File: config.mk
export PLATFORM = sky130hd
export DESIGN_NAME = hpm_unit
export DESIGN_NICKNAME = d
export VERILOG_FILES = /design/src/design/hpm_pkg.sv /design/src/design/hpm_event_sense.sv /design/src/design/hpm_counter_bank.sv /design/src/design/hpm_csr_access.sv /design/src/design/hpm_unit.sv
export SDC_FILE = /design/constraint.sdc
export NUM_CORES = 2
export LEC_CHECK = 0
export BUFFER_PORTS_ARGS = -buffer_cell sky130_fd_sc_hd__buf_4
export CAP_MARGIN = 20
export CORE_ASPECT_RATIO = 0.8
export CORE_MARGIN = 1.5
export CORE_UTILIZATION = 25
export DETAILED_ROUTE_END_ITERATION = 16
export SYNTH_ARGS = -nofsm -noshare
export SYNTH_HDL_FRONTEND = slang
export SYNTH_HIERARCHICAL = 1
export SYNTH_SLANG_ARGS = --single-unit
File: constraint.sdc
create_clock -name CLK -period 6.95 [get_ports CLK]
set_input_delay 0.3475 -clock CLK [delete_from_list [all_inputs] [get_ports CLK]]
set_output_delay 0.3475 -clock CLK [all_outputs]
set_load 0.1 [all_outputs]
File: src/design/hpm_pkg.sv
/*
 * shared widths and constants for the performance monitor
 * RV32 only: 64-bit counters are reached as low and high CSR halves
 * event index i always feeds counter i, there are no mhpmevent selectors
 * impl_mask() gives the counters that exist for a given NUM_HPM (1 to 10)
 */
`default_nettype none

package hpm_pkg;

    localparam int unsigned XLEN         = 32;
    localparam int unsigned CNT_W        = 64;
    localparam int unsigned MAX_COUNTERS = 32; // size of the CSR address window

    typedef logic [XLEN-1:0]         xlen_t;
    typedef logic [CNT_W-1:0]        counter_t;
    typedef logic [11:0]             csr_addr_t;
    typedef logic [1:0]              priv_level_t;
    typedef logic [MAX_COUNTERS-1:0] hpm_events_t;

    // privilege levels
    localparam priv_level_t PRIV_U = 2'd0;
    localparam priv_level_t PRIV_S = 2'd1;
    localparam priv_level_t PRIV_M = 2'd3;

    // fixed event slots
    localparam int unsigned EV_CYCLE       = 0;
    localparam int unsigned EV_TIME        = 1; // never counts here
    localparam int unsigned EV_INSTRET     = 2;
    localparam int unsigned EV_HPM_BASE    = 3;
    localparam int unsigned EV_ICACHE_MISS = 3;
    localparam int unsigned EV_DCACHE_MISS = 4;
    localparam int unsigned EV_ICACHE_HIT  = 5;
    localparam int unsigned EV_DCACHE_HIT  = 6;
    localparam int unsigned EV_ITLB_MISS   = 7;
    localparam int unsigned EV_DTLB_MISS   = 8;
    localparam int unsigned EV_ITLB_HIT    = 9;
    localparam int unsigned EV_DTLB_HIT    = 10;
    localparam int unsigned EV_MEM_STALL   = 11;
    localparam int unsigned EV_BUS_BUSY    = 12;

    // CSR addresses, each counter window is 32 entries wide
    localparam csr_addr_t CSR_MCYCLE        = 12'hB00;
    localparam csr_addr_t CSR_MINSTRET      = 12'hB02;
    localparam csr_addr_t CSR_MHPMCOUNTER3  = 12'hB03;
    localparam csr_addr_t CSR_MCYCLEH       = 12'hB80;
    localparam csr_addr_t CSR_CYCLE         = 12'hC00;
    localparam csr_addr_t CSR_CYCLEH        = 12'hC80;
    localparam csr_addr_t CSR_MCOUNTINHIBIT = 12'h320;
    localparam csr_addr_t CSR_MCOUNTEREN    = 12'h306;

    // one bit per counter that is backed by storage
    function automatic hpm_events_t impl_mask(input int unsigned num_hpm);
        hpm_events_t m;
        m = '0;
        m[EV_CYCLE] = 1'b1;
        for (int unsigned i = EV_INSTRET; i < EV_HPM_BASE + num_hpm; i++) begin
            if (i < MAX_COUNTERS) begin
                m[i] = 1'b1;
            end
        end
        return m;
    endfunction

endpackage

`default_nettype wire

File: src/design/hpm_event_sense.sv
/*
 * turns pipeline and cache status levels into one-cycle count events
 * all inputs are sampled on the rising edge, events come out of flops
 * miss events fire on the falling edge of the miss line, so a miss that
 * lasts several cycles counts once
 * bit 0 (cycle) is constant 1, bit 1 (time) is never set
 */
`default_nettype none

module hpm_event_sense
    import hpm_pkg::*;
#(
    parameter int unsigned NUM_HPM = 10
) (
    input  logic        CLK,
    input  logic        nRST,
    input  logic        icache_miss,
    input  logic        dcache_miss,
    input  logic        itlb_miss,
    input  logic        dtlb_miss,
    input  logic        icache_hit,
    input  logic        dcache_hit,
    input  logic        itlb_hit,
    input  logic        dtlb_hit,
    input  logic        iren,
    input  logic        dren,
    input  logic        dwen,
    input  logic        ex_mem_stall,
    input  logic        bus_busy,
    input  logic        wb_enable,
    input  logic        instr,
    output hpm_events_t events
);

    localparam hpm_events_t IMPL = impl_mask(NUM_HPM);

    // previous samples of the miss lines
    logic icache_miss_q;
    logic dcache_miss_q;
    logic itlb_miss_q;
    logic dtlb_miss_q;

    logic icache_miss_fall;
    logic dcache_miss_fall;
    logic itlb_miss_fall;
    logic dtlb_miss_fall;
    logic dacc_en;
    logic no_stall;

    hpm_events_t ev_next;

    always_ff @(posedge CLK or negedge nRST) begin
        if (!nRST) begin
            icache_miss_q <= 1'b0;
            dcache_miss_q <= 1'b0;
            itlb_miss_q   <= 1'b0;
            dtlb_miss_q   <= 1'b0;
        end else begin
            icache_miss_q <= icache_miss;
            dcache_miss_q <= dcache_miss;
            itlb_miss_q   <= itlb_miss;
            dtlb_miss_q   <= dtlb_miss;
        end
    end

    // 1 -> 0 on the miss line
    assign icache_miss_fall = icache_miss_q & ~icache_miss;
    assign dcache_miss_fall = dcache_miss_q & ~dcache_miss;
    assign itlb_miss_fall   = itlb_miss_q & ~itlb_miss;
    assign dtlb_miss_fall   = dtlb_miss_q & ~dtlb_miss;

    assign dacc_en  = dren | dwen; // any data access
    assign no_stall = ~ex_mem_stall;

    always_comb begin
        ev_next = '0;
        ev_next[EV_CYCLE]       = 1'b1;
        ev_next[EV_INSTRET]     = wb_enable & instr;
        ev_next[EV_ICACHE_MISS] = icache_miss_fall;
        ev_next[EV_DCACHE_MISS] = dcache_miss_fall;
        ev_next[EV_ICACHE_HIT]  = iren & icache_hit & no_stall;
        ev_next[EV_DCACHE_HIT]  = dacc_en & dcache_hit & no_stall;
        ev_next[EV_ITLB_MISS]   = iren & itlb_miss_fall;    // gated by fetch
        ev_next[EV_DTLB_MISS]   = dacc_en & dtlb_miss_fall; // gated by load/store
        ev_next[EV_ITLB_HIT]    = itlb_hit;
        ev_next[EV_DTLB_HIT]    = dtlb_hit;
        ev_next[EV_MEM_STALL]   = ex_mem_stall;
        ev_next[EV_BUS_BUSY]    = bus_busy;
    end

    // drop events of counters that are not built
    always_ff @(posedge CLK or negedge nRST) begin
        if (!nRST) begin
            events <= hpm_events_t'(1) << EV_CYCLE;
        end else begin
            events <= ev_next & IMPL;
        end
    end

endmodule

`default_nettype wire

File: src/design/hpm_counter_bank.sv
/*
 * 64-bit counter storage, one counter per event index
 * only cycle, instret and mhpmcounter3 to 2+NUM_HPM have flops,
 * every other entry of counters reads zero
 * a half-word write wins over the increment of the same edge
 * inhibit is used as seen at the edge, no extra delay in here
 */
`default_nettype none

module hpm_counter_bank
    import hpm_pkg::*;
#(
    parameter int unsigned NUM_HPM = 10
) (
    input  logic        CLK,
    input  logic        nRST,
    input  hpm_events_t events,
    input  hpm_events_t inhibit,
    input  logic        wr_en,
    input  logic [4:0]  wr_index,
    input  logic        wr_hi,
    input  xlen_t       wr_data,
    output counter_t    counters [0:MAX_COUNTERS-1]
);

    localparam hpm_events_t IMPL = impl_mask(NUM_HPM);

    hpm_events_t wr_sel_lo;
    hpm_events_t wr_sel_hi;
    hpm_events_t inc_en;

    // one-hot write select per half
    always_comb begin
        wr_sel_lo = '0;
        wr_sel_hi = '0;
        if (wr_en) begin
            if (wr_hi) begin
                wr_sel_hi[wr_index] = 1'b1;
            end else begin
                wr_sel_lo[wr_index] = 1'b1;
            end
        end
    end

    assign inc_en = events & ~inhibit & IMPL;

    for (genvar i = 0; i < MAX_COUNTERS; i++) begin : g_ctr
        if (IMPL[i]) begin : g_impl
            counter_t cnt;

            always_ff @(posedge CLK or negedge nRST) begin
                if (!nRST) begin
                    cnt <= '0;
                end else if (wr_sel_hi[i]) begin
                    cnt[CNT_W-1:XLEN] <= wr_data; // low half holds, no increment
                end else if (wr_sel_lo[i]) begin
                    cnt[XLEN-1:0] <= wr_data;
                end else if (inc_en[i]) begin
                    cnt <= cnt + counter_t'(1);
                end
            end

            assign counters[i] = cnt;
        end else begin : g_none
            // unbuilt slot, also covers the time index
            assign counters[i] = '0;
        end
    end

endmodule

`default_nettype wire

File: src/design/hpm_csr_access.sv
/*
 * Zicsr style access to the counters, mcountinhibit and mcounteren
 * csr_req is a one-cycle strobe, rdata and invalid answer in the same cycle
 * writes land on the next rising edge, there is no back-pressure
 * machine addresses need M mode, user shadows are read-only and need
 * mcounteren below M, anything else is invalid and reads 0
 * bit 1 of mcountinhibit is hardwired to 0
 */
`default_nettype none

module hpm_csr_access
    import hpm_pkg::*;
#(
    parameter int unsigned NUM_HPM = 10
) (
    input  logic        CLK,
    input  logic        nRST,
    input  logic        csr_req,
    input  csr_addr_t   csr_addr,
    input  logic        csr_swap,
    input  logic        csr_set,
    input  logic        csr_clear,
    input  logic        csr_read_only,
    input  xlen_t       csr_wdata,
    input  priv_level_t priv,
    input  counter_t    counters [0:MAX_COUNTERS-1],
    output xlen_t       csr_rdata,
    output logic        csr_invalid,
    output hpm_events_t inhibit,
    output logic        wr_en,
    output logic [4:0]  wr_index,
    output logic        wr_hi,
    output xlen_t       wr_data
);

    localparam hpm_events_t IMPL     = impl_mask(NUM_HPM);
    localparam hpm_events_t INH_MASK = ~(hpm_events_t'(1) << EV_TIME);

    // upper seven address bits select a 32-entry window
    localparam logic [6:0] WIN_M_LO = CSR_MCYCLE[11:5];
    localparam logic [6:0] WIN_M_HI = CSR_MCYCLEH[11:5];
    localparam logic [6:0] WIN_U_LO = CSR_CYCLE[11:5];
    localparam logic [6:0] WIN_U_HI = CSR_CYCLEH[11:5];

    hpm_events_t inhibit_q;
    hpm_events_t counteren_q;

    logic [4:0] idx;
    logic       in_mctr;
    logic       in_uctr;
    logic       hi_half;
    logic       is_inh;
    logic       is_en;
    logic       is_m;
    logic       do_write;
    logic       valid;
    counter_t   sel_ctr;
    xlen_t      old_val;
    xlen_t      new_val;

    // address decode
    always_comb begin
        idx     = csr_addr[4:0];
        in_mctr = (csr_addr[11:5] == WIN_M_LO) || (csr_addr[11:5] == WIN_M_HI);
        in_uctr = (csr_addr[11:5] == WIN_U_LO) || (csr_addr[11:5] == WIN_U_HI);
        hi_half = (csr_addr[11:5] == WIN_M_HI) || (csr_addr[11:5] == WIN_U_HI);
        is_inh  = (csr_addr == CSR_MCOUNTINHIBIT);
        is_en   = (csr_addr == CSR_MCOUNTEREN);
    end

    assign is_m     = (priv == PRIV_M);
    assign do_write = ~csr_read_only & (csr_swap | csr_set | csr_clear);

    // privilege rule, shadows never take a write
    assign valid = ((in_mctr | is_inh | is_en) & is_m)
                 | (in_uctr & ~do_write & (is_m | counteren_q[idx]));

    // old value mux
    always_comb begin
        sel_ctr = counters[idx];
        old_val = '0;
        if (in_mctr || in_uctr) begin
            old_val = hi_half ? sel_ctr[CNT_W-1:XLEN] : sel_ctr[XLEN-1:0];
        end else if (is_inh) begin
            old_val = inhibit_q;
        end else if (is_en) begin
            old_val = counteren_q;
        end
    end

    always_comb begin
        if (csr_swap) begin
            new_val = csr_wdata;
        end else if (csr_set) begin
            new_val = old_val | csr_wdata;
        end else if (csr_clear) begin
            new_val = old_val & ~csr_wdata;
        end else begin
            new_val = old_val;
        end
    end

    assign csr_rdata   = (csr_req && valid) ? old_val : '0;
    assign csr_invalid = csr_req & ~valid;

    // bank write strobe, unbuilt counters simply drop it
    assign wr_en    = csr_req & valid & do_write & in_mctr & IMPL[idx];
    assign wr_index = idx;
    assign wr_hi    = hi_half;
    assign wr_data  = new_val;

    always_ff @(posedge CLK or negedge nRST) begin
        if (!nRST) begin
            inhibit_q   <= '0;
            counteren_q <= '0;
        end else if (csr_req && valid && do_write) begin
            if (is_inh) begin
                inhibit_q <= new_val & INH_MASK;
            end
            if (is_en) begin
                counteren_q <= new_val;
            end
        end
    end

    assign inhibit = inhibit_q; // takes effect one edge after the write

endmodule

`default_nettype wire

File: src/design/hpm_unit.sv
/*
 * performance monitor top: event sensing, counter bank, CSR access
 * NUM_HPM programmable counters (1 to 10) sit at indices 3 and up
 * a status level reaches a counter read two rising edges after it is driven
 * no traps, interrupts or overflow handling
 */
`default_nettype none

module hpm_unit
    import hpm_pkg::*;
#(
    parameter int unsigned NUM_HPM = 10
) (
    input  logic        CLK,
    input  logic        nRST,
    // pipeline and cache status
    input  logic        icache_miss,
    input  logic        dcache_miss,
    input  logic        itlb_miss,
    input  logic        dtlb_miss,
    input  logic        icache_hit,
    input  logic        dcache_hit,
    input  logic        itlb_hit,
    input  logic        dtlb_hit,
    input  logic        iren,
    input  logic        dren,
    input  logic        dwen,
    input  logic        ex_mem_stall,
    input  logic        bus_busy,
    input  logic        wb_enable,
    input  logic        instr,
    // CSR request
    input  logic        csr_req,
    input  csr_addr_t   csr_addr,
    input  logic        csr_swap,
    input  logic        csr_set,
    input  logic        csr_clear,
    input  logic        csr_read_only,
    input  xlen_t       csr_wdata,
    input  priv_level_t priv,
    output xlen_t       csr_rdata,
    output logic        csr_invalid
);

    hpm_events_t events;
    hpm_events_t inhibit;
    counter_t    counters [0:MAX_COUNTERS-1];
    logic        wr_en;
    logic [4:0]  wr_index;
    logic        wr_hi;
    xlen_t       wr_data;

    hpm_event_sense #(.NUM_HPM(NUM_HPM)) event_sense (
        .CLK(CLK), .nRST(nRST),
        .icache_miss(icache_miss), .dcache_miss(dcache_miss),
        .itlb_miss(itlb_miss), .dtlb_miss(dtlb_miss),
        .icache_hit(icache_hit), .dcache_hit(dcache_hit),
        .itlb_hit(itlb_hit), .dtlb_hit(dtlb_hit),
        .iren(iren), .dren(dren), .dwen(dwen),
        .ex_mem_stall(ex_mem_stall), .bus_busy(bus_busy),
        .wb_enable(wb_enable), .instr(instr),
        .events(events)
    );

    hpm_counter_bank #(.NUM_HPM(NUM_HPM)) counter_bank (
        .CLK(CLK), .nRST(nRST),
        .events(events), .inhibit(inhibit),
        .wr_en(wr_en), .wr_index(wr_index), .wr_hi(wr_hi), .wr_data(wr_data),
        .counters(counters)
    );

    hpm_csr_access #(.NUM_HPM(NUM_HPM)) csr_access (
        .CLK(CLK), .nRST(nRST),
        .csr_req(csr_req), .csr_addr(csr_addr),
        .csr_swap(csr_swap), .csr_set(csr_set), .csr_clear(csr_clear),
        .csr_read_only(csr_read_only), .csr_wdata(csr_wdata), .priv(priv),
        .counters(counters),
        .csr_rdata(csr_rdata), .csr_invalid(csr_invalid),
        .inhibit(inhibit),
        .wr_en(wr_en), .wr_index(wr_index), .wr_hi(wr_hi), .wr_data(wr_data)
    );

endmodule

`default_nettype wire

==> run_results.csv <==
group,metric,value,unit
setup_path,path_buf_inv,4,
setup_path,r2r_end,"counter_bank/g_ctr[0].g_impl.cnt[48]",
min_path,holdCritStartpoint,"instr",
setup_path,crit_arrival,5.86,ns
placement,portBuffers,100,
timing,holdWs,-0.0361,ns
floorplanning,die_w,640,um
placement,gp_congestion,1.03,
floorplanning,coreArea,322000,um2
cts,htree_levels,3,
setup_path,cp-endpoint,"counter_bank/g_ctr[0].g_impl.cnt[48]",
global_routing,grt_antenna_before_repair,32,
power_and_ir_drop,leakage,0.0331,uW
yosys,syn_avg_cell_area,8.44,um2
cts,numCtsBuffers,100,
cts,clock-sinks,846,
yosys,ys_warn_count,6,
global_routing,grt_pass1_wl,519000,um
setup_path,crit_chain,"buf_8 -> or3b_2 -> o221ai_1 -> a21oi_1 -> a2111oi_2 -> o21ai_2 -> nor4bb_2 -> buf_4 -> nor3b_1 -> nand3_2 -> buf_4 -> nand3_1 -> buf_4 -> nor4_1 -> a211o_1",
setup_path,cp-end-kind,"flip-flop",
timing,finalHoldViolations,2,
timing,rsz0062_at_grt,"false",
layout,finish.net_count,9478,
min_path,hp-class,"in -> reg",
timing,fin_crit_sh,75.5,%
setup_path,rrSetupSlack,1.72,ns
setup_path,cp_max_fo,65,
route,vias,79303,
route,drcViolationCount,0,
route,antenna_left,0,
floorplanning,die-area,328000,um2
layout,final_util,26.6,%
yosys,synthCells,9623,
global_routing,gr-usage-all-layers,21.4,%
cts,postCtsSetupRepairBufs,0,
floorplanning,fp-row-count,186,
floorplanning,fp.dieH,513,um
layout,fin_cells,13814,
job,maxCapViolCount,0,
cts,cts_resized,0,
power_and_ir_drop,power_density,169,nW/um2
route,wl_per_cell,26.6,um
timing,worst_pin_slew,1.31,ns
setup_path,r2r-start,"csr_access/counteren_q[19]",
layout,drive_gt1_share,11.3,%
cts,cts_tree,"done",
timing,fmax,190,MHz
placement,placed_cells,13558,
setup_path,path_common_cell,"buf_4",
floorplanning,ioPinCount,101,
timing,setup_violations,0,
timing,final.min_clock_period,5.25,ns
yosys,synth_area,81200,um2
route,first_iter_violations,13240,
power_and_ir_drop,power,14500,uW
setup_path,startpoint,"csr_addr[0]",
route,wl,368000,um
power_and_ir_drop,vdd_drop_max,185,uV
cts,clk_pin_slew,0.06,ns
placement,place_hpwl,259000,um
setup_path,crit_type,"in -> reg",
timing,maxSlewViolCount,0,
setup_path,slowest_delay,0.79,ns
timing,setup_tns,0,ns
cts,ctsLongestPathBuffers,3,
setup_path,reg2regPathDepth,14,
global_routing,grt_pass1_vias,68491,
setup_path,critical_path_depth,15,
cts,clk_latency,0.76,ns
timing,skew,0.0450,ns
cts,clock-root-buffer,"clkbuf_16",
run_status,failed_checks,"negative hold slack",
setup_path,crit_family,"simple AND/OR/NAND/NOR gates",
global_routing,grt_max_degree,149,
global_routing,grt.overflow.total,0,
setup_path,crit_slowest_cell,"nor3b_1",
timing,slew_headroom,12.3,%
run_status,status,"finished with violations",
layout,area_delta_synth_final,5.67,%
route,dr.pass1.iters,7,
setup_path,critPathRequiredTime,7.56,ns
route,routed_via_density,5.74,
setup_path,crit_path_start_kind,"input pin",
floorplanning,initial_core_util,25.2,%
[cell usage in the layout, fill, tap and decap left out, types with 125 or more instances in the layout]
cell      instances
and3_1          147
nor2_1          588
nand4_1         305
o211ai_1        152
a21oi_1         570
nor3_1          183
conb_1         1281
nor4_1          128
mux4_2          320
nand3_1         608
a31oi_1         160
o22ai_1         230
buf_4           316
o21ai_0         307
a211oi_1        125
nand2_1         746
o311ai_0        131
mux2i_1         389
dfrtp_1         846
a22oi_1         244
[routing by layer]
layer / global-route usage, % / vias to the layer above / wire length [um]
met5: 0 / - / 67
met4: 10.9 / 14 / 22500
met3: 8.99 / 871 / 61000
met2: 27.7 / 5615 / 139000
met1: 29.8 / 38850 / 146000
li1: - / 33953 / -
[worst min path at each step]
stage / endpoint / slack (ns) / cells after the start
5_1_grt: event_sense/events[2] / 0.007 / 2
3_3_place_gp: counter_bank/g_ctr[0].g_impl.cnt[45] / 0.44 / 1
3_5_place_dp: counter_bank/g_ctr[0].g_impl.cnt[45] / 0.45 / 1
4_1_cts: csr_access/counteren_q[28] / 0.0002 / 4
6_report: event_sense/events[2] / -0.04 / 2
2_1_floorplan: counter_bank/g_ctr[0].g_impl.cnt[0] / 0.05 / 0
[area by class of cell]
type / count / area, um2
Clock inverter: 36 / 420
Timing Repair Buffer: 394 / 3420
Multi-Input combinational cell: 7972 / 52100
Fill cell: 34813 / 236000
Antenna cell: 15 / 37.5
Tap cell: 4324 / 5410
Inverter: 84 / 317
Clock buffer: 143 / 2910
Sequential cell: 846 / 21200
[repair_timing]
action,4_1_cts,5_1_grt
setup endpoints to repair,0,0
hold endpoints to repair,146,0
hold buffers,46,0
[power breakdown]
part	switching, uW	leakage [uW]	total, uW	internal [uW]
clock network	2460	0.00163	5630	3160
registers	620	0.0105	5820	5200
logic	2060	0.0210	3090	1030
total	5140	0.0331	14500	9390
[registers in the layout, summed over array words and instances (netlist names)]
| register | count |
|---|---|
| event_sense/dtlb_miss_q | 1 |
| event_sense/dcache_miss_q | 1 |
| csr_access/inhibit | 31 |
| event_sense/events | 11 |
| counter_bank/g_ctr.g_impl.cnt | 768 |
| event_sense/icache_miss_q | 1 |
| csr_access/counteren_q | 32 |
| event_sense/itlb_miss_q | 1 |
[through the flow]
stage | hold WS (ns) | instance area [um2] | setup WS [ns]
global route | 0.00688 | 85800 | 1.67
finish | -0.0361 | 85800 | 1.70
floorplan | 0.0519 | 86000 | 2.38
global placement | 0.443 | 81700 | 1.20
CTS | 0.000195 | 85500 | 1.98
detailed placement | 0.451 | 81800 | 1.28
[worst reg2reg max path, stage by stage (launching register included)]
cell and delay, ns:
dfrtp_1 0.44, mux4_2 0.26, a22oi_1 0.10, and3_1 0.24, a2111oi_2 0.32, o21ai_2 0.11, nor4bb_2 0.51, buf_4 0.29
nor3b_1 0.79, nand3_2 0.24, buf_4 0.37, nand3_1 0.75, buf_4 0.37, nor4_1 0.08, a211o_1 0.23
(Power assumes the default switching activity.)
